==> config.mk <==
export PLATFORM = sky130hd
export DESIGN_NAME = periph_top
export DESIGN_NICKNAME = d
export VERILOG_FILES = /design/src/common/periph_cfg_pkg.sv /design/src/common/periph_map_pkg.sv /design/src/hw/apb_fabric.sv /design/src/hw/gpio/gpio_regs.sv /design/src/hw/periph_top.sv /design/src/hw/timer/timer_core.sv
export SDC_FILE = /design/constraint.sdc
export NUM_CORES = 1
export LEC_CHECK = 0
export ABC_CLOCK_PERIOD_IN_PS = 3400
export BUFFER_PORTS_ARGS = -buffer_cell sky130_fd_sc_hd__buf_2
export CAP_MARGIN = 20
export CORE_ASPECT_RATIO = 1.25
export CORE_MARGIN = 10
export CORE_UTILIZATION = 59
export DETAILED_ROUTE_END_ITERATION = 10
export HOLD_SLACK_MARGIN = 0.06
export PLACE_DENSITY_LB_ADDON = 0.15
export SETUP_SLACK_MARGIN = 0.5
export SLEW_MARGIN = 5
export SYNTH_ARGS = -nofsm -noshare
export SYNTH_HDL_FRONTEND = slang
export SYNTH_SLANG_ARGS = --single-unit
==> constraint.sdc <==
create_clock -name clk -period 3.4 [get_ports clk]
set_input_delay 0.17 -clock clk [delete_from_list [all_inputs] [get_ports clk]]
set_output_delay 0.17 -clock clk [all_outputs]
set_load 0.005 [all_outputs]
==> src/common/periph_cfg_pkg.sv <==
// Peripheral subsystem configuration
// Bus, GPIO and timer widths and the word types built on them
`default_nettype none

package periph_cfg_pkg;

   // ********************
   // Bus
   localparam int DATA_W = 32;
   localparam int ADDR_W = 12;

   // ********************
   // Peripherals
   localparam int GPIO_W      = 32;
   localparam int SYNC_STAGES = 2;
   localparam int PRESCALE_W  = 16;

   typedef logic [DATA_W-1:0] data_t;
   typedef logic [ADDR_W-1:0] addr_t;
   typedef logic [GPIO_W-1:0] gpio_t;

   // Word index inside a block from address bits 5:2
   typedef logic [3:0] reg_idx_t;

endpackage

`default_nettype wire

==> src/common/periph_map_pkg.sv <==
// Peripheral subsystem address map
// Block select field, block numbers and per-block register offsets
`default_nettype none

package periph_map_pkg;

   // ********************
   // Block decode
   localparam int BLK_SEL_HI = 11;
   localparam int BLK_SEL_LO = 8;
   localparam int REG_IDX_LO = 2;

   localparam logic [BLK_SEL_HI-BLK_SEL_LO:0] BLK_GPIO  = 'd0;
   localparam logic [BLK_SEL_HI-BLK_SEL_LO:0] BLK_TIMER = 'd1;

   // ********************
   // GPIO registers
   localparam logic [3:0] GPIO_OUT      = 4'd0;
   localparam logic [3:0] GPIO_OE       = 4'd1;
   localparam logic [3:0] GPIO_IN       = 4'd2;
   localparam logic [3:0] GPIO_IRQ_EN   = 4'd3;
   localparam logic [3:0] GPIO_IRQ_STAT = 4'd4;

   // ********************
   // Timer registers
   localparam logic [3:0] TMR_CTRL     = 4'd0;
   localparam logic [3:0] TMR_PRESCALE = 4'd1;
   localparam logic [3:0] TMR_COUNT    = 4'd2;
   localparam logic [3:0] TMR_COMPARE  = 4'd3;

   localparam int TMR_CTRL_RUN    = 0;
   localparam int TMR_CTRL_IRQ_EN = 1;

endpackage

`default_nettype wire

==> src/hw/apb_fabric.sv <==
// APB3 fabric for the peripheral subsystem
// Decodes the block number, raises one block select and returns the
// selected block's read word in the access cycle. Unmapped blocks get
// a slave error with zero data. No wait states.
`default_nettype none

module apb_fabric (
   input  wire                            clk,
   input  wire                            i_rst,
   input  wire                            i_psel,
   input  wire                            i_penable,
   input  wire                            i_pwrite,
   input  wire periph_cfg_pkg::addr_t     i_paddr,
   input  wire periph_cfg_pkg::data_t     i_pwdata,
   input  wire periph_cfg_pkg::data_t     i_gpio_rdata,
   input  wire periph_cfg_pkg::data_t     i_tmr_rdata,
   output logic                           o_gpio_sel,
   output logic                           o_tmr_sel,
   output logic                           o_access,
   output logic                           o_write,
   output periph_cfg_pkg::reg_idx_t       o_reg_idx,
   output periph_cfg_pkg::data_t          o_wdata,
   output periph_cfg_pkg::data_t          o_prdata,
   output logic                           o_pready,
   output logic                           o_pslverr
);
   import periph_cfg_pkg::*;
   import periph_map_pkg::*;

   logic [BLK_SEL_HI:BLK_SEL_LO] blk_num;
   logic                         gpio_hit;
   logic                         tmr_hit;
   logic                         setup;
   logic                         access_ph;
   logic                         gpio_hit_q;
   logic                         tmr_hit_q;

   assign blk_num   = i_paddr[BLK_SEL_HI:BLK_SEL_LO];
   assign gpio_hit  = (blk_num == BLK_GPIO);
   assign tmr_hit   = (blk_num == BLK_TIMER);
   assign setup     = i_psel & ~i_penable;
   assign access_ph = i_psel & i_penable;

   // Shared block-side signals
   assign o_gpio_sel = i_psel & gpio_hit;
   assign o_tmr_sel  = i_psel & tmr_hit;
   assign o_access   = access_ph;
   assign o_write    = i_pwrite;
   assign o_reg_idx  = i_paddr[REG_IDX_LO +: $bits(reg_idx_t)];
   assign o_wdata    = i_pwdata;

   // Target block captured at the end of setup
   always_ff @(posedge clk) begin
      if (i_rst) begin
         gpio_hit_q <= 1'b0;
         tmr_hit_q  <= 1'b0;
      end else if (setup) begin
         gpio_hit_q <= gpio_hit;
         tmr_hit_q  <= tmr_hit;
      end
   end

   // ********************
   // Access cycle response
   assign o_pready  = access_ph;
   assign o_pslverr = access_ph & ~(gpio_hit_q | tmr_hit_q);

   always_comb begin
      o_prdata = '0;
      if (access_ph && gpio_hit_q) begin
         o_prdata = i_gpio_rdata;
      end else if (access_ph && tmr_hit_q) begin
         o_prdata = i_tmr_rdata;
      end
   end

endmodule

`default_nettype wire

==> src/hw/gpio/gpio_regs.sv <==
// GPIO register block
// Output and output-enable registers, a synchronised input, and a
// rising-edge interrupt with per-pin enable and write-one-to-clear status.
// The read word is captured at the end of the setup cycle.
`default_nettype none

module gpio_regs (
   input  wire                            clk,
   input  wire                            i_rst,
   input  wire                            i_sel,
   input  wire                            i_access,
   input  wire                            i_write,
   input  wire periph_cfg_pkg::reg_idx_t  i_reg_idx,
   input  wire periph_cfg_pkg::data_t     i_wdata,
   input  wire periph_cfg_pkg::gpio_t     i_gpio_in,
   output periph_cfg_pkg::data_t          o_rdata,
   output periph_cfg_pkg::gpio_t          o_gpio_out,
   output periph_cfg_pkg::gpio_t          o_gpio_oe,
   output logic                           o_gpio_irq
);
   import periph_cfg_pkg::*;
   import periph_map_pkg::*;

   gpio_t                   out_q;
   gpio_t                   oe_q;
   gpio_t                   irq_en_q;
   gpio_t                   irq_stat_q;
   gpio_t [SYNC_STAGES-1:0] sync_q;
   gpio_t                   pin_sync;
   gpio_t                   pin_prev_q;
   gpio_t                   rise;
   gpio_t                   stat_clr;
   logic                    irq_q;
   logic                    wr_en;
   logic                    rd_sample;
   data_t                   rd_word;

   assign wr_en     = i_sel & i_access & i_write;
   assign rd_sample = i_sel & ~i_access;

   // ********************
   // Software registers
   always_ff @(posedge clk) begin
      if (i_rst) begin
         out_q    <= '0;
         oe_q     <= '0;
         irq_en_q <= '0;
      end else if (wr_en) begin
         case (i_reg_idx)
            GPIO_OUT:    out_q    <= i_wdata[GPIO_W-1:0];
            GPIO_OE:     oe_q     <= i_wdata[GPIO_W-1:0];
            GPIO_IRQ_EN: irq_en_q <= i_wdata[GPIO_W-1:0];
            default: ;
         endcase
      end
   end

   // ********************
   // Input path
   always_ff @(posedge clk) begin
      if (i_rst) begin
         sync_q     <= '0;
         pin_prev_q <= '0;
      end else begin
         sync_q[0] <= i_gpio_in;
         for (int i = 1; i < SYNC_STAGES; i++) begin
            sync_q[i] <= sync_q[i-1];
         end
         pin_prev_q <= pin_sync;
      end
   end

   assign pin_sync = sync_q[SYNC_STAGES-1];
   assign rise     = pin_sync & ~pin_prev_q;

   // A new edge wins over a clear in the same cycle
   assign stat_clr = (wr_en && i_reg_idx == GPIO_IRQ_STAT) ? i_wdata[GPIO_W-1:0] : '0;

   always_ff @(posedge clk) begin
      if (i_rst) begin
         irq_stat_q <= '0;
         irq_q      <= 1'b0;
      end else begin
         irq_stat_q <= (irq_stat_q & ~stat_clr) | (rise & irq_en_q);
         irq_q      <= |irq_stat_q;
      end
   end

   // ********************
   // Read back
   always_comb begin
      rd_word = '0;
      case (i_reg_idx)
         GPIO_OUT:      rd_word[GPIO_W-1:0] = out_q;
         GPIO_OE:       rd_word[GPIO_W-1:0] = oe_q;
         GPIO_IN:       rd_word[GPIO_W-1:0] = pin_sync;
         GPIO_IRQ_EN:   rd_word[GPIO_W-1:0] = irq_en_q;
         GPIO_IRQ_STAT: rd_word[GPIO_W-1:0] = irq_stat_q;
         default:       rd_word = '0;
      endcase
   end

   always_ff @(posedge clk) begin
      if (i_rst) begin
         o_rdata <= '0;
      end else if (rd_sample) begin
         o_rdata <= rd_word;
      end
   end

   assign o_gpio_out = out_q;
   assign o_gpio_oe  = oe_q;
   assign o_gpio_irq = irq_q;

endmodule

`default_nettype wire

==> src/hw/periph_top.sv <==
// Peripheral subsystem top level
// One APB3 slave port in front of a GPIO block and a system timer.
// Pads are built outside from the output value and output enable ports.
`default_nettype none

module periph_top (
   input  wire                          clk,
   input  wire                          i_rst,
   input  wire                          i_psel,
   input  wire                          i_penable,
   input  wire                          i_pwrite,
   input  wire periph_cfg_pkg::addr_t   i_paddr,
   input  wire periph_cfg_pkg::data_t   i_pwdata,
   output periph_cfg_pkg::data_t        o_prdata,
   output logic                         o_pready,
   output logic                         o_pslverr,
   input  wire periph_cfg_pkg::gpio_t   i_gpio_in,
   output periph_cfg_pkg::gpio_t        o_gpio_out,
   output periph_cfg_pkg::gpio_t        o_gpio_oe,
   output logic                         o_gpio_irq,
   output logic                         o_timer_irq
);
   import periph_cfg_pkg::*;

   // Fabric to block signals
   logic     gpio_sel;
   logic     tmr_sel;
   logic     access;
   logic     write;
   reg_idx_t reg_idx;
   data_t    wdata;
   data_t    gpio_rdata;
   data_t    tmr_rdata;

   apb_fabric u_fabric (
      .clk          (clk),
      .i_rst        (i_rst),
      .i_psel       (i_psel),
      .i_penable    (i_penable),
      .i_pwrite     (i_pwrite),
      .i_paddr      (i_paddr),
      .i_pwdata     (i_pwdata),
      .i_gpio_rdata (gpio_rdata),
      .i_tmr_rdata  (tmr_rdata),
      .o_gpio_sel   (gpio_sel),
      .o_tmr_sel    (tmr_sel),
      .o_access     (access),
      .o_write      (write),
      .o_reg_idx    (reg_idx),
      .o_wdata      (wdata),
      .o_prdata     (o_prdata),
      .o_pready     (o_pready),
      .o_pslverr    (o_pslverr)
   );

   gpio_regs u_gpio (
      .clk        (clk),
      .i_rst      (i_rst),
      .i_sel      (gpio_sel),
      .i_access   (access),
      .i_write    (write),
      .i_reg_idx  (reg_idx),
      .i_wdata    (wdata),
      .i_gpio_in  (i_gpio_in),
      .o_rdata    (gpio_rdata),
      .o_gpio_out (o_gpio_out),
      .o_gpio_oe  (o_gpio_oe),
      .o_gpio_irq (o_gpio_irq)
   );

   timer_core u_timer (
      .clk         (clk),
      .i_rst       (i_rst),
      .i_sel       (tmr_sel),
      .i_access    (access),
      .i_write     (write),
      .i_reg_idx   (reg_idx),
      .i_wdata     (wdata),
      .o_rdata     (tmr_rdata),
      .o_timer_irq (o_timer_irq)
   );

endmodule

`default_nettype wire

==> src/hw/timer/timer_core.sv <==
// System timer
// Free-running counter behind a programmable prescaler, with a compare
// register and a level interrupt held while count >= compare.
// The read word is captured at the end of the setup cycle.
`default_nettype none

module timer_core (
   input  wire                            clk,
   input  wire                            i_rst,
   input  wire                            i_sel,
   input  wire                            i_access,
   input  wire                            i_write,
   input  wire periph_cfg_pkg::reg_idx_t  i_reg_idx,
   input  wire periph_cfg_pkg::data_t     i_wdata,
   output periph_cfg_pkg::data_t          o_rdata,
   output logic                           o_timer_irq
);
   import periph_cfg_pkg::*;
   import periph_map_pkg::*;

   logic                  run_q;
   logic                  irq_en_q;
   logic [PRESCALE_W-1:0] prescale_q;
   logic [PRESCALE_W-1:0] div_q;
   data_t                 count_q;
   data_t                 compare_q;
   logic                  tick;
   logic                  irq_q;
   logic                  wr_en;
   logic                  rd_sample;
   data_t                 rd_word;

   assign wr_en     = i_sel & i_access & i_write;
   assign rd_sample = i_sel & ~i_access;

   // ********************
   // Control registers
   always_ff @(posedge clk) begin
      if (i_rst) begin
         run_q      <= 1'b0;
         irq_en_q   <= 1'b0;
         prescale_q <= '0;
         compare_q  <= '0;
      end else if (wr_en) begin
         case (i_reg_idx)
            TMR_CTRL: begin
               run_q    <= i_wdata[TMR_CTRL_RUN];
               irq_en_q <= i_wdata[TMR_CTRL_IRQ_EN];
            end
            TMR_PRESCALE: prescale_q <= i_wdata[PRESCALE_W-1:0];
            TMR_COMPARE:  compare_q  <= i_wdata;
            default: ;
         endcase
      end
   end

   // ********************
   // Prescaler and counter
   // >= keeps the divider sane if prescale shrinks below the current value
   assign tick = run_q && (div_q >= prescale_q);

   always_ff @(posedge clk) begin
      if (i_rst) begin
         div_q   <= '0;
         count_q <= '0;
      end else begin
         if (!run_q || tick) begin
            div_q <= '0;
         end else begin
            div_q <= div_q + 1'b1;
         end

         // Software write beats the increment
         if (wr_en && i_reg_idx == TMR_COUNT) begin
            count_q <= i_wdata;
         end else if (tick) begin
            count_q <= count_q + 1'b1;
         end
      end
   end

   always_ff @(posedge clk) begin
      if (i_rst) begin
         irq_q <= 1'b0;
      end else begin
         irq_q <= irq_en_q && (count_q >= compare_q);
      end
   end

   // ********************
   // Read back
   always_comb begin
      rd_word = '0;
      case (i_reg_idx)
         TMR_CTRL: begin
            rd_word[TMR_CTRL_RUN]    = run_q;
            rd_word[TMR_CTRL_IRQ_EN] = irq_en_q;
         end
         TMR_PRESCALE: rd_word[PRESCALE_W-1:0] = prescale_q;
         TMR_COUNT:    rd_word = count_q;
         TMR_COMPARE:  rd_word = compare_q;
         default:      rd_word = '0;
      endcase
   end

   always_ff @(posedge clk) begin
      if (i_rst) begin
         o_rdata <= '0;
      end else if (rd_sample) begin
         o_rdata <= rd_word;
      end
   end

   assign o_timer_irq = irq_q;

endmodule

`default_nettype wire

==> run metrics, run 1 <==
status completed; Least-Margin Pin Slew 0.967 ns; clock buffer depth 3; synthesized area 16300 µm²; maximum vdd drop 474 µV; met3 usage 6.39%; core area 27500 µm²; GRT Util Overall 27.5%; met1 Usage GRT 35.6%; Post-Synth XOR/XNOR Area 2.36%; fmax 0.351 GHz; Cells after Synth 1948; clock skew 0.00817 ns; Leak 0.00708 µW; final hold vios 0; Cell Count, Final, Fillers Out 2506; CP Capture Type flop; Setup violations, final 0; I/O pin count 181; most frequent cells in the layout nand2_1, dfxtp_1, a21oi_1; first-pass GRT wire length 77300 µm; asr flop ratio synth 0%; vias in the first global route 14.2k; TritonCTS clock tree built; final WL 50600 µm; kind of critical path reg -> reg; Post-Synth Adder-Cell Area 3.83%; CP Max Fanout 4; fin crit share 83.9%; PwrDens 465 nW/µm²; Pins Over Slew Limit 0; DRT antenna net count 0; Worst-path clk slew 0.06 ns; RSZ-0062 raised after global routing yes; routed len/inst 20.2 µm; fraction of layout instances using a drive strength above 1 14.9%; commonest non-fill, non-tap cell in the layout nand2_1; # nets final 2258; Core Util, Final 71.3%; Overflow after GRT 0; main combinational cell family by area after synthesis simple AND/OR/NAND/NOR gates; GRT met2 Usage 42.5%; die area 34800 µm²; Ys Warns 0; EDFF count, synth 0; ys flop type dfxtp_1; antenna violations before repair 2; synthesis-stage register bit count 390; number of max-cap violations 0; Mapped Nets 2079; total negative slack 0 ns; Critical Path RT 3.83 ns; Synth cell types 51; DRT Pass-1 Iters 7; Hold Crit Class in -> reg; Synth Area in Compound Gates 19.8%; final RePlAce weighted congestion 0.893; Clock Sinks 390; Post-DP HPWL 33400 µm; mux share of post-synthesis cell area 0.0612%; num rows 68; port buffer count 176; GR peak layer met2; pin count of the biggest net entering global routing 104; chip width 169 µm; final instance area 19600 µm²; residual DRC count 0; fillcell total 2116; Arr. time, crit path 3.29 ns; vias 15.2k; Die Y 206 µm; first-iteration detailed-routing DRC count 1844; register area share after synthesis 47.8%; area delta synth->final 19.8%; CTS buffer count 37; root buf cell clkbuf_16; crit start category flop; Post-Synth Simple-Gate Area 21.4%; slew margin rel. 35.4%; vias per cell 6.07; synthesized area per cell 8.39 µm²; Cells after DPL 2367; min cycle time layout 2.85 ns; Placed Area 17500 µm²; clock latency on the worst-skew pair 0.52 ns; initial core utilization 59.5%; H-tree Lvls 2
[power breakdown]
part	total [µW]	internal (µW)	switching, µW
combinational	356	137	219
sequential	4650	4620	27.4
clock	4100	2370	1730
total	9110	7130	1980
[cell type report]
class,count,area (µm²),share of cell area [%]
Clock inverter,12,121,0.620
Multi-Input combinational cell,1351,7990,40.8
Inverter,64,240,1.23
Timing Repair Buffer,283,1900,9.69
Tap cell,350,438,2.24
Clock buffer,55,1080,5.53
Antenna cell,1,2.50,0.0128
Sequential cell,390,7820,39.9
[through the flow]
| stage | setup WS [ns] | total power, µW | hold slack [ns] |
|---|---|---|---|
| floorplan | 0.810 | 4880 | 0.298 |
| global placement | 0.336 | 5030 | 0.376 |
| detailed placement | 0.189 | 5040 | 0.382 |
| CTS | 0.536 | 9140 | 0.0893 |
| global route | 0.469 | 9350 | 0.126 |
| finish | 0.548 | 9110 | 0.0987 |
[timing repair]
| item | 4_1_cts | 5_1_grt |
|---|---|---|
| hold buffers | 65 | 0 |
| gates resized for setup | 3 | 30 |
| hold endpoints to repair | 226 | 0 |
| setup endpoints to repair | 48 | 19 |
| pin swaps | 0 | 5 |
| setup buffers | 0 | 6 |
[kinds of logic (layout without fill, tap and decap cells)]
| family | count (synthesis) | in the layout |
|---|---|---|
| other cells | 0 | 1 |
| xor+xnor | 44 | 44 |
| buf+inv | 207 | 414 |
| flops | 390 | 390 |
| compound gates | 465 | 465 |
| fa+ha+maj | 50 | 50 |
| mux | 1 | 1 |
| simple gates | 791 | 791 |
[critical path, stage by stage (launching register included)]
cell	delay, ns
dfxtp_2	0.34
inv_1	0.07
ha_4	0.28
nand4_1	0.11
or4_4	0.55
o32a_4	0.42
buf_6	0.15
buf_4	0.15
a2111oi_4	0.37
xnor2_1	0.11
a211oi_1	0.22
[state kept, by name (all words and copies together), names as in the netlist]
register,flops
u_timer.o_timer_irq,1
u_timer.prescale_q,16
u_timer.compare_q,32
u_gpio.o_rdata,32
u_gpio.o_gpio_out,32
u_gpio.pin_prev_q,32
u_gpio.o_gpio_irq,1
u_timer.div_q,16
u_gpio.irq_stat_q,32
u_timer.o_rdata,32
u_timer.run_q,1
u_fabric.gpio_hit_q,1
u_gpio.sync_q,32
u_timer.irq_en_q,1
u_gpio.irq_en_q,32
u_gpio.o_gpio_oe,32
u_fabric.tmr_hit_q,1
u_gpio.pin_sync,32
u_timer.count_q,32
[synth_stat cells, types with 7 or more instances]
cell | number | share of area [%]
nor3_1 | 25 | 0.77
a211oi_1 | 41 | 1.9
xnor2_1 | 36 | 1.9
dfxtp_1 | 390 | 48
ha_1 | 50 | 3.8
nor2_1 | 172 | 3.9
and3_1 | 7 | 0.27
inv_1 | 64 | 1.5
a22oi_1 | 32 | 1.5
a221oi_1 | 17 | 0.91
a222oi_1 | 48 | 2.9
xor2_1 | 8 | 0.43
o21ai_0 | 23 | 0.70
nor2b_1 | 116 | 4.4
nand4_1 | 23 | 0.88
a22o_1 | 32 | 1.7
nand2_1 | 396 | 9.1
a21o_1 | 7 | 0.32
a21oi_1 | 204 | 6.2
clkbuf_1 | 130 | 3.0
nand3_1 | 17 | 0.52
nor4_1 | 11 | 0.42
a311oi_1 | 32 | 1.7
nand2b_1 | 7 | 0.27
[layer usage]
layer / share of wire (%) / wire length, µm
met1: 40 / 20000
met2: 45 / 22900
met3: 10 / 5310
met4: 4.6 / 2340
met5: 0.026 / 13
[final timing paths]
kind,cells past startpoint,from,slack (ns),endpoint
max,10,u_timer.prescale_q[15],0.55,u_timer.count_q[27]
min,2,i_rst,0.1,u_gpio.sync_q[31]
max reg2reg,10,u_timer.prescale_q[15],0.55,u_timer.count_q[27]
min reg2reg,1,u_gpio.sync_q[21],0.43,u_gpio.pin_sync[21]
(Power assumes the default switching activity.)
==> run 2, diff against run 1 <==
--- a/config.mk
+++ b/config.mk
@@ -5,12 +5,13 @@
 export SDC_FILE = /design/constraint.sdc
 export NUM_CORES = 1
 export LEC_CHECK = 0
-export ABC_CLOCK_PERIOD_IN_PS = 3400
+export ABC_AREA = 1
+export ABC_CLOCK_PERIOD_IN_PS = 2500
 export BUFFER_PORTS_ARGS = -buffer_cell sky130_fd_sc_hd__buf_2
 export CAP_MARGIN = 20
 export CORE_ASPECT_RATIO = 1.25
 export CORE_MARGIN = 10
-export CORE_UTILIZATION = 59
+export CORE_UTILIZATION = 53
 export DETAILED_ROUTE_END_ITERATION = 10
 export HOLD_SLACK_MARGIN = 0.06
 export PLACE_DENSITY_LB_ADDON = 0.15
==> constraint.sdc (replaced) <==
create_clock -name clk -period 2.5 [get_ports clk]
set_input_delay 0.125 -clock clk [delete_from_list [all_inputs] [get_ports clk]]
set_output_delay 0.125 -clock clk [all_outputs]
set_load 0.005 [all_outputs]
==> run 2 against run 1 <==
  * Hold slack got worse by 0.0073 ns
  * Clock skew increased by 0.014 ns
  * Cell count increased by 19%
  * Clock power increased by 50%
  * Flip-flop and latch count unchanged
==> run metrics, run 2 <==
fmax 0.511 GHz (+46%); Arr. time, crit path 2.41 ns (-0.88 ns); chip width 181 µm (+7.1%); area share of the largest cell type after synthesis 45.6% (-2.2 points); EDFF count, synth 0 (unchanged); mux share of post-synthesis cell area 0% (-0.061 points); clock skew 0.0221 ns (+0.0139 ns); Hold Crit Class in -> reg; final WL 57300 µm (+13%); final instance area 20600 µm² (+5.2%); residual DRC count 0 (unchanged); port buffer count 176 (unchanged); Area contributors post-synth dfxtp_1, a21oi_1, o21ai_0; Most common cell on crit path a21oi_1; Die Y 221 µm (+7.2%); Overflow after GRT 0 (unchanged); fin crit share 78.2% (-5.6 points); root buf cell clkbuf_16; status completed; core area 31900 µm² (+16%); routed len/inst 19.2 µm (-4.8%); Least-Margin Pin Slew 0.879 ns (-0.0878 ns); synthesized area per cell 7.33 µm² (-13%); Synth cell types 39 (-24%); DRT Pass-1 Iters 5 (-2); DRT antenna net count 0 (unchanged); most frequent cells in the layout dfxtp_1, nand2_1, a21oi_1; synthesis-stage register bit count 390 (unchanged); pin count of the biggest net entering global routing 173 (+66%); first-iteration detailed-routing DRC count 1573 (-15%); CP Max Fanout 7 (+3); RSZ-0062 raised after global routing no; Post-Synth XOR/XNOR Area 0.818% (-1.5 points); final hold vios 0 (unchanged); main combinational cell family by area after synthesis compound AO/OA/AOI/OAI gates; Pins Over Slew Limit 0 (unchanged); clock buffer depth 3 (unchanged); Critical Path RT 2.95 ns (-0.88 ns); CP Capture Type flop; vias per cell 5.62 (-7.4%); ys flop type dfxtp_1; fraction of layout instances using a drive strength above 1 13.8% (-1.1 points); TritonCTS clock tree built; maximum vdd drop 618 µV (+30%); min cycle time layout 1.96 ns (-0.896 ns); Post-DP HPWL 39100 µm (+17%); clock latency on the worst-skew pair 0.57 ns (+0.05 ns); total negative slack 0 ns (unchanged); Synth Area in Compound Gates 21.3% (+1.5 points); kind of critical path reg -> reg; slew margin rel. 41.4% (+6.0 points); Setup violations, final 0 (unchanged); GRT Util Overall 26.8% (-0.66 points); Post-Synth Adder-Cell Area 3.65% (-0.18 points); CTS buffer count 40 (+8.1%); Post-Synth Simple-Gate Area 19.8% (-1.6 points); Ys Warns 0 (unchanged); # nets final 2676 (+19%); crit start category flop; Placed Area 18400 µm² (+5.1%); Leak 0.00854 µW (+21%); PwrDens 633 nW/µm² (+36%); area delta synth->final 20.3%; Worst-path clk slew 0.06 ns (about the same); Crit-path slowest cell dfxtp_1; count leader, synth dfxtp_1; initial core utilization 53.8% (-5.7 points); synthesized area 17100 µm² (+4.8%); Synth top cells by count dfxtp_1, nand2_1, a21oi_1, nor2_1, o21ai_0; die area 40000 µm² (+15%); Mapped Nets 2470 (+19%); asr flop ratio synth 0% (unchanged); Cells after Synth 2339 (+20%); antenna violations before repair 0 (-2); commonest non-fill, non-tap cell in the layout dfxtp_1; area leader, netlist dfxtp_1; ANT cells 0 (-1); number of max-cap violations 0 (unchanged); CP peak stage delay 0.46 ns (-0.09 ns); register area share after synthesis 45.6% (-2.2 points); first-pass GRT wire length 88200 µm (+14%); Clock Sinks 390 (unchanged); H-tree Lvls 2 (unchanged); num rows 73 (+7.4%); vias 16.8k (+10%); vias in the first global route 16.0k (+13%); final RePlAce weighted congestion 0.920 (+3.0%); I/O pin count 181 (unchanged); worst path cell trace ha_1, a21oi_1, o21ai_0, a21oi_1, a21boi_1, nand3_1, nand2_1, inv_1
## run 2: cell type report
cell class | instances | area, µm²
Clock buffer | 55 | 1110
Clock inverter | 15 | 218
Fill cell | 2864 | 11300
Inverter | 240 | 903
Multi-Input combinational cell | 1575 | 7970
Sequential cell | 390 | 7820
Tap cell | 412 | 515
Timing Repair Buffer | 298 | 2080
## run 2: kinds of logic (layout without fill, tap and decap cells)
family | after synthesis | after routing
adders and majority gates | 50 | 50
buffers and inverters | 375 | 608
AOI/OAI and AO/OA | 688 | 688
DFF | 390 | 390
xor gates and xnor gates | 16 | 16
and+or+nand+nor | 820 | 821
## run 2: worst paths after layout
check                      startpoint             endpoint  slack, ns  depth (start not counted)
hold reg to reg     u_gpio.sync_q[13]  u_gpio.pin_sync[13]       0.39                          2
hold / removal              i_penable   u_fabric.tmr_hit_q       0.09                          5
setup / recovery  u_timer.count_q[27]  u_timer.o_timer_irq       0.54                          8
setup reg to reg  u_timer.count_q[27]  u_timer.o_timer_irq       0.54                          8
## run 2: critical path: cells and delay by family, from the launching register on
kind            cells  cell delay (ns)
compound gates      4             0.82
buf+inv             1             0.05
fa+ha+maj           1             0.29
simple gates        2             0.23
flops               1             0.46
## run 2: through the flow
step,std cells,setup WS (ns),hold slack (ns),total power (µW),utilization [%]
finish,2985,0.544,0.0914,13000,64.7
floorplan,2339,0.779,0.232,6710,-
global route,2985,0.412,0.151,13400,64.7
global placement,2846,0.291,0.324,6940,57.7
CTS,2980,0.503,0.0685,13100,64.0
detailed placement,2846,0.206,0.332,6940,57.7
## run 2: power breakdown
| group | internal [µW] | switching, µW |
|---|---|---|
| clock | 3550 | 2590 |
| sequential | 6290 | 26.8 |
| combinational | 202 | 387 |
## run 2: repair_timing
item / CTS / global route
pin swaps: 0 / 14
setup buffers: 0 / 1
hold buffers: 64 / 0
setup endpoints to repair: 61 / 39
gates resized for setup: 24 / 29
gates cloned: 0 / 4
endpoints found under the hold margin: 205 / 0
## run 2: layer usage
layer	GRT usage, %	wire [µm]
met1	33.2	23900
met2	45.4	27200
met3	4.75	4180
met4	10.2	2080
met5	0	0
